[src/design/dma_macros.svh]
`ifndef DMA_MACROS_SVH
`define DMA_MACROS_SVH

// width of one host bus word and of every word in the data FIFO
`define DATA_W 32

// burstcount width as seen on the Avalon-MM port
`define BURST_W 16

// one descriptor never asks for more words than this
`define MAX_BURST 255

// queue depths as log2 of the number of entries
`define DATA_FIFO_LOG2 4
`define DESC_FIFO_LOG2 2

`endif
[src/design/dma_pkg.sv]
package dma_pkg;

    // transfer descriptor in the order software fills it, control word on top
    typedef struct packed {
        logic [31:0] control;
        logic [31:0] pkt_begin;     // byte offset of the first payload byte
        logic [31:0] pkt_end;       // byte offset just past the last payload byte
        logic [31:0] write_address; // destination of the first beat
    } wr_desc_t;

    // bit in the control word that asks for an interrupt pulse at completion
    localparam int CTRL_IRQ_EN = 0;

    // burst writer states
    typedef enum logic [1:0] {
        st_idle,
        st_run,  // beats are being handed to the slave
        st_done  // one cycle of completion signalling
    } wr_state_t;

endpackage

[src/design/avalon_pkg.sv]
`include "dma_macros.svh"

package avalon_pkg;

    // one data beat on the host bus
    typedef logic [`DATA_W-1:0] bus_word_t;

    typedef logic [31:0] bus_addr_t;          // byte address of the first beat
    typedef logic [`BURST_W-1:0] burst_cnt_t; // number of beats in a burst

    // byte offsets are turned into beat counts with this
    localparam int BYTES_PER_WORD = `DATA_W / 8;

endpackage

[src/design/avalon_mm_if.sv]
interface avalon_mm_if ();
    import avalon_pkg::*;

    bus_addr_t  address;
    bus_word_t  writedata;
    logic       write;
    burst_cnt_t burstcount;
    logic       waitrequest; // a beat only counts while this is low

    modport master (
        output address,
        output writedata,
        output write,
        output burstcount,
        input  waitrequest
    );

    modport slave (
        input  address,
        input  writedata,
        input  write,
        input  burstcount,
        output waitrequest
    );

endinterface

[src/design/dma_write_top.sv]
`include "dma_macros.svh"

module dma_write_top (
    input  logic                   clk,
    input  logic                   reset,
    input  logic                   desc_push,
    input  logic [31:0]            desc_control,
    input  logic [31:0]            desc_pkt_begin,
    input  logic [31:0]            desc_pkt_end,
    input  logic [31:0]            desc_write_address,
    output logic                   desc_full,
    input  logic                   data_push,
    input  avalon_pkg::bus_word_t  data_in,
    output logic                   data_full,
    output avalon_pkg::bus_addr_t  avm_address,
    output avalon_pkg::bus_word_t  avm_writedata,
    output logic                   avm_write,
    output avalon_pkg::burst_cnt_t avm_burstcount,
    input  logic                   avm_waitrequest,
    output logic                   busy,
    output logic                   done_irq,
    output logic [15:0]            xfer_count,
    output logic [15:0]            drop_count
);
    import avalon_pkg::*;
    import dma_pkg::*;

    wr_desc_t  desc_in;
    wr_desc_t  desc_q;
    wr_desc_t  start_desc;
    logic      desc_pop;
    logic      desc_empty;
    logic      data_pop;
    logic      data_empty;
    bus_word_t data_q;
    logic      start;
    logic      wr_done;

    avalon_mm_if avm_bus ();

    assign desc_in = '{control:       desc_control,
                       pkt_begin:     desc_pkt_begin,
                       pkt_end:       desc_pkt_end,
                       write_address: desc_write_address};

    // host side of the bus goes out as plain ports
    assign avm_address         = avm_bus.address;
    assign avm_writedata       = avm_bus.writedata;
    assign avm_write           = avm_bus.write;
    assign avm_burstcount      = avm_bus.burstcount;
    assign avm_bus.waitrequest = avm_waitrequest;

    sync_fifo #(.payload_t(wr_desc_t), .depth_log2(`DESC_FIFO_LOG2)) u_desc_fifo (
        .clk(clk), .reset(reset),
        .push(desc_push), .din(desc_in), .full(desc_full),
        .pop(desc_pop), .dout(desc_q), .empty(desc_empty)
    );

    sync_fifo #(.payload_t(bus_word_t), .depth_log2(`DATA_FIFO_LOG2)) u_data_fifo (
        .clk(clk), .reset(reset),
        .push(data_push), .din(data_in), .full(data_full),
        .pop(data_pop), .dout(data_q), .empty(data_empty)
    );

    desc_dispatcher u_dispatcher (
        .clk(clk), .reset(reset),
        .desc_empty(desc_empty), .desc_pop(desc_pop), .desc(desc_q),
        .wr_busy(busy), .wr_done(wr_done),
        .start(start), .start_desc(start_desc),
        .xfer_count(xfer_count), .drop_count(drop_count)
    );

    wr_burst_master u_writer (
        .clk(clk), .reset(reset),
        .start(start), .start_desc(start_desc),
        .busy(busy), .done(wr_done), .done_irq(done_irq),
        .data_pop(data_pop), .data_empty(data_empty), .data_q(data_q),
        .avm(avm_bus.master)
    );

endmodule

[src/design/wr_burst_master.sv]
module wr_burst_master (
    input  logic                  clk,
    input  logic                  reset,
    input  logic                  start,
    input  dma_pkg::wr_desc_t     start_desc,
    output logic                  busy,
    output logic                  done,
    output logic                  done_irq,
    output logic                  data_pop,
    input  logic                  data_empty,
    input  avalon_pkg::bus_word_t data_q,
    avalon_mm_if.master           avm
);
    import avalon_pkg::*;
    import dma_pkg::*;

    wr_state_t   state;
    bus_addr_t   addr_q;
    burst_cnt_t  burst_q;
    burst_cnt_t  fetch_left; // words still to be taken from the data FIFO
    burst_cnt_t  beats_left; // beats the slave has yet to accept
    logic        irq_q;
    bus_word_t   hold_data;
    logic        hold_valid;
    logic        pend;       // a popped word sits on the FIFO output
    logic        accept;
    logic        move;
    logic [31:0] byte_len;
    burst_cnt_t  word_cnt;

    assign byte_len = start_desc.pkt_end - start_desc.pkt_begin;
    assign word_cnt = burst_cnt_t'(byte_len / BYTES_PER_WORD);

    // address and burstcount are set once per burst and stay put until the last beat
    assign avm.address    = addr_q;
    assign avm.burstcount = burst_q;
    assign avm.write      = hold_valid;
    assign avm.writedata  = hold_data;

    assign accept = hold_valid && !avm.waitrequest;

    // the pending word moves into the holding register once that register frees up
    assign move = pend && (!hold_valid || accept);

    // at most one word waits on the FIFO output while another waits on the bus
    assign data_pop = (state == st_run) && (fetch_left != '0) && !data_empty
                   && (!pend || move);

    assign busy     = (state != st_idle);
    assign done     = (state == st_done);
    assign done_irq = done && irq_q;

    always_ff @(posedge clk) begin
        if (!reset) begin
            state      <= st_idle;
            fetch_left <= '0;
            beats_left <= '0;
            irq_q      <= 1'b0;
            hold_valid <= 1'b0;
            pend       <= 1'b0;
        end else begin
            case (state)
                st_idle: begin
                    if (start) begin
                        state      <= st_run;
                        fetch_left <= word_cnt;
                        beats_left <= word_cnt;
                        irq_q      <= start_desc.control[CTRL_IRQ_EN];
                    end
                end
                st_run: begin
                    if (data_pop) begin
                        fetch_left <= fetch_left - 1'b1;
                    end
                    if (accept) begin
                        beats_left <= beats_left - 1'b1;
                        if (beats_left == burst_cnt_t'(1)) begin
                            state <= st_done; // last beat went out
                        end
                    end
                end
                st_done: state <= st_idle;
                default: state <= st_idle;
            endcase

            if (move) begin
                hold_valid <= 1'b1;
            end else if (accept) begin
                hold_valid <= 1'b0;
            end

            if (data_pop) begin
                pend <= 1'b1; // a new word replaces the one moving, if any
            end else if (move) begin
                pend <= 1'b0;
            end
        end
    end

    always_ff @(posedge clk) begin
        if ((state == st_idle) && start) begin
            addr_q  <= start_desc.write_address;
            burst_q <= word_cnt;
        end
        if (move) begin
            hold_data <= data_q;
        end
    end

endmodule

[src/design/desc_dispatcher.sv]
`include "dma_macros.svh"

module desc_dispatcher (
    input  logic              clk,
    input  logic              reset,
    input  logic              desc_empty,
    output logic              desc_pop,
    input  dma_pkg::wr_desc_t desc,
    input  logic              wr_busy,
    input  logic              wr_done,
    output logic              start,
    output dma_pkg::wr_desc_t start_desc,
    output logic [15:0]       xfer_count,
    output logic [15:0]       drop_count
);

    typedef enum logic [1:0] {
        disp_idle,
        disp_check, // popped descriptor is on the FIFO output
        disp_wait   // writer owns the transfer until its done pulse
    } disp_state_t;

    disp_state_t state;
    logic [31:0] byte_len;
    logic        desc_ok;

    assign byte_len = desc.pkt_end - desc.pkt_begin;

    // at least one word, both offsets on word boundaries, and small enough for one burst
    assign desc_ok = (desc.pkt_end > desc.pkt_begin)
                  && (desc.pkt_begin[1:0] == 2'b00)
                  && (desc.pkt_end[1:0] == 2'b00)
                  && (byte_len <= `MAX_BURST * 4);

    assign desc_pop = (state == disp_idle) && !wr_busy && !desc_empty;

    // the FIFO holds its output until the next pop, so the writer can latch it straight
    assign start      = (state == disp_check) && desc_ok;
    assign start_desc = desc;

    always_ff @(posedge clk) begin
        if (!reset) begin
            state      <= disp_idle;
            xfer_count <= '0;
            drop_count <= '0;
        end else begin
            case (state)
                disp_idle: begin
                    if (desc_pop) begin
                        state <= disp_check;
                    end
                end
                disp_check: begin
                    if (desc_ok) begin
                        state <= disp_wait;
                    end else begin
                        drop_count <= drop_count + 16'd1; // malformed, nothing reaches the bus
                        state      <= disp_idle;
                    end
                end
                disp_wait: begin
                    if (wr_done) begin
                        xfer_count <= xfer_count + 16'd1;
                        state      <= disp_idle;
                    end
                end
                default: state <= disp_idle;
            endcase
        end
    end

endmodule

[src/design/sync_fifo.sv]
module sync_fifo #(
    parameter type payload_t = logic [31:0],
    parameter int depth_log2 = 4
) (
    input  logic     clk,
    input  logic     reset,
    input  logic     push,
    input  payload_t din,
    output logic     full,
    input  logic     pop,
    output payload_t dout,
    output logic     empty
);

    localparam int depth = 1 << depth_log2;

    payload_t              mem [depth];
    logic [depth_log2-1:0] wr_ptr;
    logic [depth_log2-1:0] rd_ptr;
    logic [depth_log2:0]   count; // one bit wider so a full buffer can be told from an empty one
    logic                  do_push;
    logic                  do_pop;

    // count reaches depth exactly when its top bit is set
    assign full    = count[depth_log2];
    assign empty   = (count == '0);
    assign do_push = push && !full; // pushes into a full buffer are lost
    assign do_pop  = pop && !empty;

    always_ff @(posedge clk) begin
        if (!reset) begin
            wr_ptr <= '0;
            rd_ptr <= '0;
            count  <= '0;
        end else begin
            if (do_push) begin
                wr_ptr <= wr_ptr + 1'b1;
            end
            if (do_pop) begin
                rd_ptr <= rd_ptr + 1'b1;
            end
            case ({do_push, do_pop})
                2'b10:   count <= count + 1'b1;
                2'b01:   count <= count - 1'b1;
                default: count <= count;
            endcase
        end
    end

    // read data shows up the cycle after the pop and stays until the next one
    always_ff @(posedge clk) begin
        if (do_push) begin
            mem[wr_ptr] <= din;
        end
        if (do_pop) begin
            dout <= mem[rd_ptr];
        end
    end

endmodule

[config.mk]
export PLATFORM = sky130hd
export DESIGN_NAME = dma_write_top
export DESIGN_NICKNAME = d
export VERILOG_FILES = /design/src/design/dma_pkg.sv /design/src/design/avalon_pkg.sv /design/src/design/avalon_mm_if.sv /design/src/design/dma_write_top.sv /design/src/design/wr_burst_master.sv /design/src/design/desc_dispatcher.sv /design/src/design/sync_fifo.sv
export VERILOG_INCLUDE_DIRS = /design/src /design/src/design
export SDC_FILE = /design/constraint.sdc
export NUM_CORES = 1
export LEC_CHECK = 0
export BUFFER_PORTS_ARGS = -buffer_cell sky130_fd_sc_hd__buf_2
export CELL_PAD_IN_SITES_DETAIL_PLACEMENT = 1
export CELL_PAD_IN_SITES_GLOBAL_PLACEMENT = 2
export CORE_AREA = 3 3 371 373
export DETAILED_ROUTE_END_ITERATION = 16
export DIE_AREA = 0 0 374 376
export GPL_ROUTABILITY_DRIVEN = 0
export PLACE_DENSITY = 0.64
export SETUP_SLACK_MARGIN = 0.02
export SYNTH_ARGS = -nofsm -noshare
export SYNTH_HDL_FRONTEND = slang
export SYNTH_SLANG_ARGS = --single-unit
[constraint.sdc]
create_clock -name clk -period 13.3 [get_ports clk]
set_input_delay 2.66 -clock clk [delete_from_list [all_inputs] [get_ports clk]]
set_output_delay 2.66 -clock clk [all_outputs]
set_load 0.005 [all_outputs]
# Word level (Yosys, flattened, before mapping)
# Memories as Yosys holds them, arrays and structs flattened. A register that Yosys moved wholly into a read port is not among the register bits.
# Index checks and enable logic that the tools add are counted.
# classes
shift	0
eq_ne	15
bitwise	1
n_div	0
magnitude_cmp	2
reduce_logical	47
n_mux	23
n_addsub	13
mul	0
# ops
op	count
$pmux 16 s2	2
$mux 16	3
$add 16x1->16 const B	2
$gt 32x32->1	1
$le 32x10->1 const B	1
$sub 16x1->16 const B	2
$sub 32x32->32	1
$logic_and 1x1->1	17
$eq 16x1->1 const B	1
$reduce_bool 16->1	1
$mux 2	6
$reduce_bool 2->1	6
$pmux 5 s2	1
$reduce_and 3->1	3
$add 4x1->4 const B	2
$eq 2x1->1 const B	4
$eq 2x2->1 const B	4
$logic_not 1->1	8
$logic_not 2->1	4
$mux 1	8
$reduce_and 2->1	4
$ne 2x1->1 const B	3
$ne 2x2->1 const B	3
$pmux 2 s3	1
other kinds (11)	13
# totals
latch_bits	0
mem_bits_rw	1024
ff_bits	171
n_memories	2
elab_cells	121
output_inout_bits	117
inputBits	165
rom_bits	0
# memory_table
name	depth	width	read_ports	rd_ports_with_merged_regs	write_ports	line	source
u_data_fifo.mem	16	32	1	1	1	sync_fifo.sv:17	payload_t mem [depth];
u_desc_fifo.mem	4	128	1	1	1	sync_fifo.sv:17	

# Longest topological paths before layout
# depth
word_depth	9
ltp_mapped	17

# Modules after synthesis
# A second synthesis with hierarchy kept.
# hier_totals
cells_unflattened	3009
area_unflattened_um2	54609.9
# modules_own_cells
mod	cells_per_inst	instances	area_per_inst_um2
sync_fifo (u_desc_fifo)	844	1	22748.1
sync_fifo (u_data_fifo)	924	1	20942.6
wr_burst_master	516	1	5552.8
desc_dispatcher	725	1	5366.4

# Worst setup path before layout
# Ideal clock, no wire load.
# synth_path
path_type	register to register
startpoint	reg u_writer.state[1]
endpoint	reg u_desc_fifo.count[2]
setup_slack_ns	0.918
synth_period_minus_slack_ns	12.382
arrival_ns	12.312
path_stages_with_launch	9
path_buffers	0
cell_sequence	dfxtp_1 -> or2_2 -> nor4_1 -> ha_1 -> inv_1 -> fa_1 -> xor2_1 -> or3_1 -> a21oi_1
# synth_via
elab_chain_cells	7
# synth_lines
item	line	source
start, declared	wr_burst_master.sv:17	wr_state_t state;
start signal, assigned	wr_burst_master.sv:55	state <= st_idle;
start signal, assigned	wr_burst_master.sv:65	state <= st_run;
start signal, assigned	wr_burst_master.sv:78	state <= st_done;
$reduce_bool 2->1 *	wr_burst_master.sv:49	assign busy = (state != st_idle);
net busy	dma_write_top.sv:20	output logic busy,
$logic_not 1->1 *	desc_dispatcher.sv:35	assign desc_pop = (state == disp_idle) && !wr_busy && !desc_empty;
$logic_and 1x1->1 * (2 in a row)	desc_dispatcher.sv:35	
$logic_and 1x1->1 *	sync_fifo.sv:28	assign do_pop = pop && !empty;
net u_desc_fifo.do_pop	sync_fifo.sv:22	logic do_pop;
$eq 2x1->1 / $eq 2x2->1 (equally long branches)	sync_fifo.sv:42	case ({do_push, do_pop})
$pmux 3 s2 / $reduce_bool 2->1 (equally long branches)	--	
end signal, assigned	sync_fifo.sv:43	2'b10: count <= count + 1'b1;
end signal, assigned	sync_fifo.sv:44	2'b01: count <= count - 1'b1;
end signal, assigned	sync_fifo.sv:45	default: count <= count;
end, declared	sync_fifo.sv:20	logic [depth_log2:0] count;
# Mark *: on every way through the listed nets, which the timed path passes. The rest lies on a longest branch.
# A chain may end at the register's enable or synchronous reset.

# Final worst setup path
# layout_path
startpoint	in data_push
endpoint	mem u_data_fifo.mem[3][22] (netlist bit), enable pin
# layout_via
elab_chain_cells	3
# layout_lines
item	line	source
start, declared	dma_write_top.sv:12	input logic data_push,
$logic_and 1x1->1	sync_fifo.sv:27	assign do_push = push && !full;
$mux 1	sync_fifo.sv:52	if (do_push) begin
$mux 1 (implied by the code)	sync_fifo.sv:53	mem[wr_ptr] <= din;
end, declared	sync_fifo.sv:17	
# Every way passes these cells.

==> out/qor.yml <==
timing:
  fin_worst_skew_ns: 0.0273
  max_freq_ghz: 0.207
  hold_viol: 0
  slew_headroom_pct: 19.3
  report.final.slew_viol_count: 0
  worst_pin_slew_ns: 1.21
  final.min_clock_period_ns: 4.83
  rsz0062_at_grt: "false"
  fin_crit_sh_pct: 36.3
  holdWs_ns: 0.414
  tns_ns: 0
  setup_violations: 0
worst_setup_path:
  rr_endpoint: "u_dispatcher.drop_count[14]"
  worst-r2r-setup-slack_ns: 8.75
  critical_path_class: "primary input to flip-flop"
  crit_path_end_kind: "flip-flop"
  slowest_delay_ns: 0.88
  required_ns: 13.67
  crit_family: "simple AND/OR/NAND/NOR gates"
  crit_end: "u_data_fifo.mem[3][22]"
  arrival_ns: 5.20
  crit_fanout: 24
  path_cells: "buf_2 > nor2b_1 > nand2_1 > nor3_2 > buf_4"
  r2r_start: "u_desc_fifo.dout[32]"
  r2r_cells: 15
  start_kind: "primary input"
  crit_start: "data_push"
  path_buf_inv: 2
  cp.depth: 5
  cp_slowest_cell: "nor3_2"
floorplanning:
  fp.dieW_um: 374
  start_util_pct: 34.9
  die_h_um: 376
  fp-row-count: 135
  die-area_um2: 141000
  core-area_um2: 135000
  pin_count: 282
clocking:
  clkTransAtPathRegs_ns: 0.06
  cts_num_sinks: 1200
  htreeDepth: 4
  clock_latency_ns: 0.75
  cts_tree: "built"
  cts_resized: 0
  postCtsHoldBufs: 0
  root_buffer: "clkbuf_16"
  clock_path_buffers: 3
  numCtsBuffers: 134
  cts_setup_buffers: 0
logic_synthesis:
  synth-main-ff-cell: "edfxtp_1"
  synth.yosys.seq_area_share_pct: 74.5
  synthArstFlopShare_pct: 0
  syn_avg_cell_area_um2: 17.6
  syn_nets: 2903
  synth_area_um2: 47100
  ys.warnings.count: 0
  synth_enable_flop_cells: 1109
  synth.distinct_cells: 86
  syn-instance-count: 2684
  synth_seq_cells: 1200
layout:
  fin_cells: 4893
  final_common_cell: "edfxtp_1"
  layout_common_cells: "1109 x edfxtp_1, 250 x buf_2, 161 x mux4_2, 140 x nand2_1, 136 x clkbuf_16"
  synthToLayoutAreaGrowth_pct: 16.5
  num-fill-cells: 13152
  final_util_pct: 40.7
  finalNetCount: 3211
  final_layout_size_suffix_gt1_share_pct: 23.1
  multi_input_area_um2: 11400
  regArea_um2: 35100
drt:
  drc: 0
  vias_per_cell: 5.19
  first_pass_iters: 5
  ant_nets: 0
  num_vias: 25389
  wl_per_cell_um: 24.3
  wirelength_um: 119000
  drt_iter0_markers: 1710
placement:
  post-dp-hpwl_um: 69600
  portBuffers: 250
  dp.cells: 4637
run_status:
  outcome: "completed"
pwr:
  leakage_nw: 18.0
  pwr_density_cell_nw_per_um2: 194
  power_w: 0.0106
  peakVddDrop_uv: 131
job:
  maxCapViolCount: 0
global_route:
  grt-ovfl-total: 0
  antenna_found_initial: 44
  grt_use_total_pct: 16.7
  grt_pass1_vias: 27633
  grt_pass1_wl_um: 177000
  grt_max_degree: 134
min_path:
  hold_class: "flip-flop to flip-flop"
[worst min path at each step]
stage / from / end / slack [ns] / cells past startpoint
floorplan: u_desc_fifo.dout[0] / u_writer.avm.address[0] / 0.40 / 0
global placement: u_desc_fifo.dout[21] / u_writer.avm.address[21] / 0.40 / 0
detailed placement: u_desc_fifo.dout[13] / u_writer.avm.address[13] / 0.41 / 0
CTS: u_desc_fifo.dout[5] / u_writer.avm.address[5] / 0.42 / 0
global route: u_data_fifo.dout[7] / u_writer.avm.writedata[7] / 0.42 / 0
finish: u_desc_fifo.dout[5] / u_writer.avm.address[5] / 0.41 / 0
[state kept, by name, summed over array words and instances, names as in the netlist]
name / flops
u_data_fifo.count: 5
u_data_fifo.dout: 32
u_data_fifo.mem: 512
u_data_fifo.rd_ptr: 4
u_data_fifo.wr_ptr: 4
u_desc_fifo.count: 3
u_desc_fifo.dout: 97
u_desc_fifo.mem: 388
u_desc_fifo.rd_ptr: 2
u_desc_fifo.wr_ptr: 2
u_dispatcher.drop_count: 16
u_dispatcher.state: 2
u_dispatcher.xfer_count: 16
u_writer.avm.address: 32
u_writer.avm.burstcount: 16
u_writer.avm.write: 1
u_writer.avm.writedata: 32
u_writer.beats_left: 16
u_writer.fetch_left: 16
u_writer.irq_q: 1
u_writer.pend: 1
u_writer.state: 2
[cell families after synthesis]
kind of cell | share of synthesized area, %
AND/OR/NAND/NOR | 4.72
XOR/XNOR | 1.02
buffers and inverters | 1.59
flip-flops | 74.5
adder cells (fa/ha/maj) | 1.48
multiplexers | 10.9
AO/OA/AOI/OAI | 5.76
[per-layer routing]
| layer | part of all wire, % | vias to the layer above | track usage (%) |
|---|---|---|---|
| li1 | - | 11328 | - |
| met1 | 43 | 13192 | 21.5 |
| met2 | 48 | 603 | 27.2 |
| met3 | 6.6 | 224 | 4.95 |
| met4 | 2.4 | 42 | 5.34 |
| met5 | 0.21 | - | 0 |
[synthesized netlist by cell type, types with 36 or more instances]
master,instances,area (um2)
a21oi_1,101,505
clkbuf_1,83,312
dfxtp_1,91,1820
edfxtp_1,1109,33300
ha_1,51,638
inv_1,69,259
mux2i_1,120,1200
mux4_2,161,3630
nand2_1,141,529
nand3_1,36,180
nor2_1,119,447
o21ai_0,110,551
[layout make-up]
type / count / area share (%)
clock buffer: 169 / 6.48
clock inverter: 70 / 1.16
sequential: 1200 / 64.0
multi-input combinational: 1292 / 20.8
tap: 1781 / 4.06
antenna: 17 / 0.0775
timing repair buffer: 294 / 2.90
inverter: 70 / 0.479
[where the power goes]
group | switching, W | leakage, nW | internal, W
clock | 0.00150 | 2.03 | 0.00205
sequential | 0.000137 | 10.8 | 0.00460
combinational | 0.00154 | 5.14 | 0.000815
[through the flow]
step,setup slack [ns],area (um2)
2_1_floorplan,0.918,47100
3_3_place_gp,7.71,50700
3_5_place_dp,7.62,50700
4_1_cts,8.45,54800
5_1_grt,8.25,54900
6_report,8.47,54900
Power figures use the tool's default switching activity.
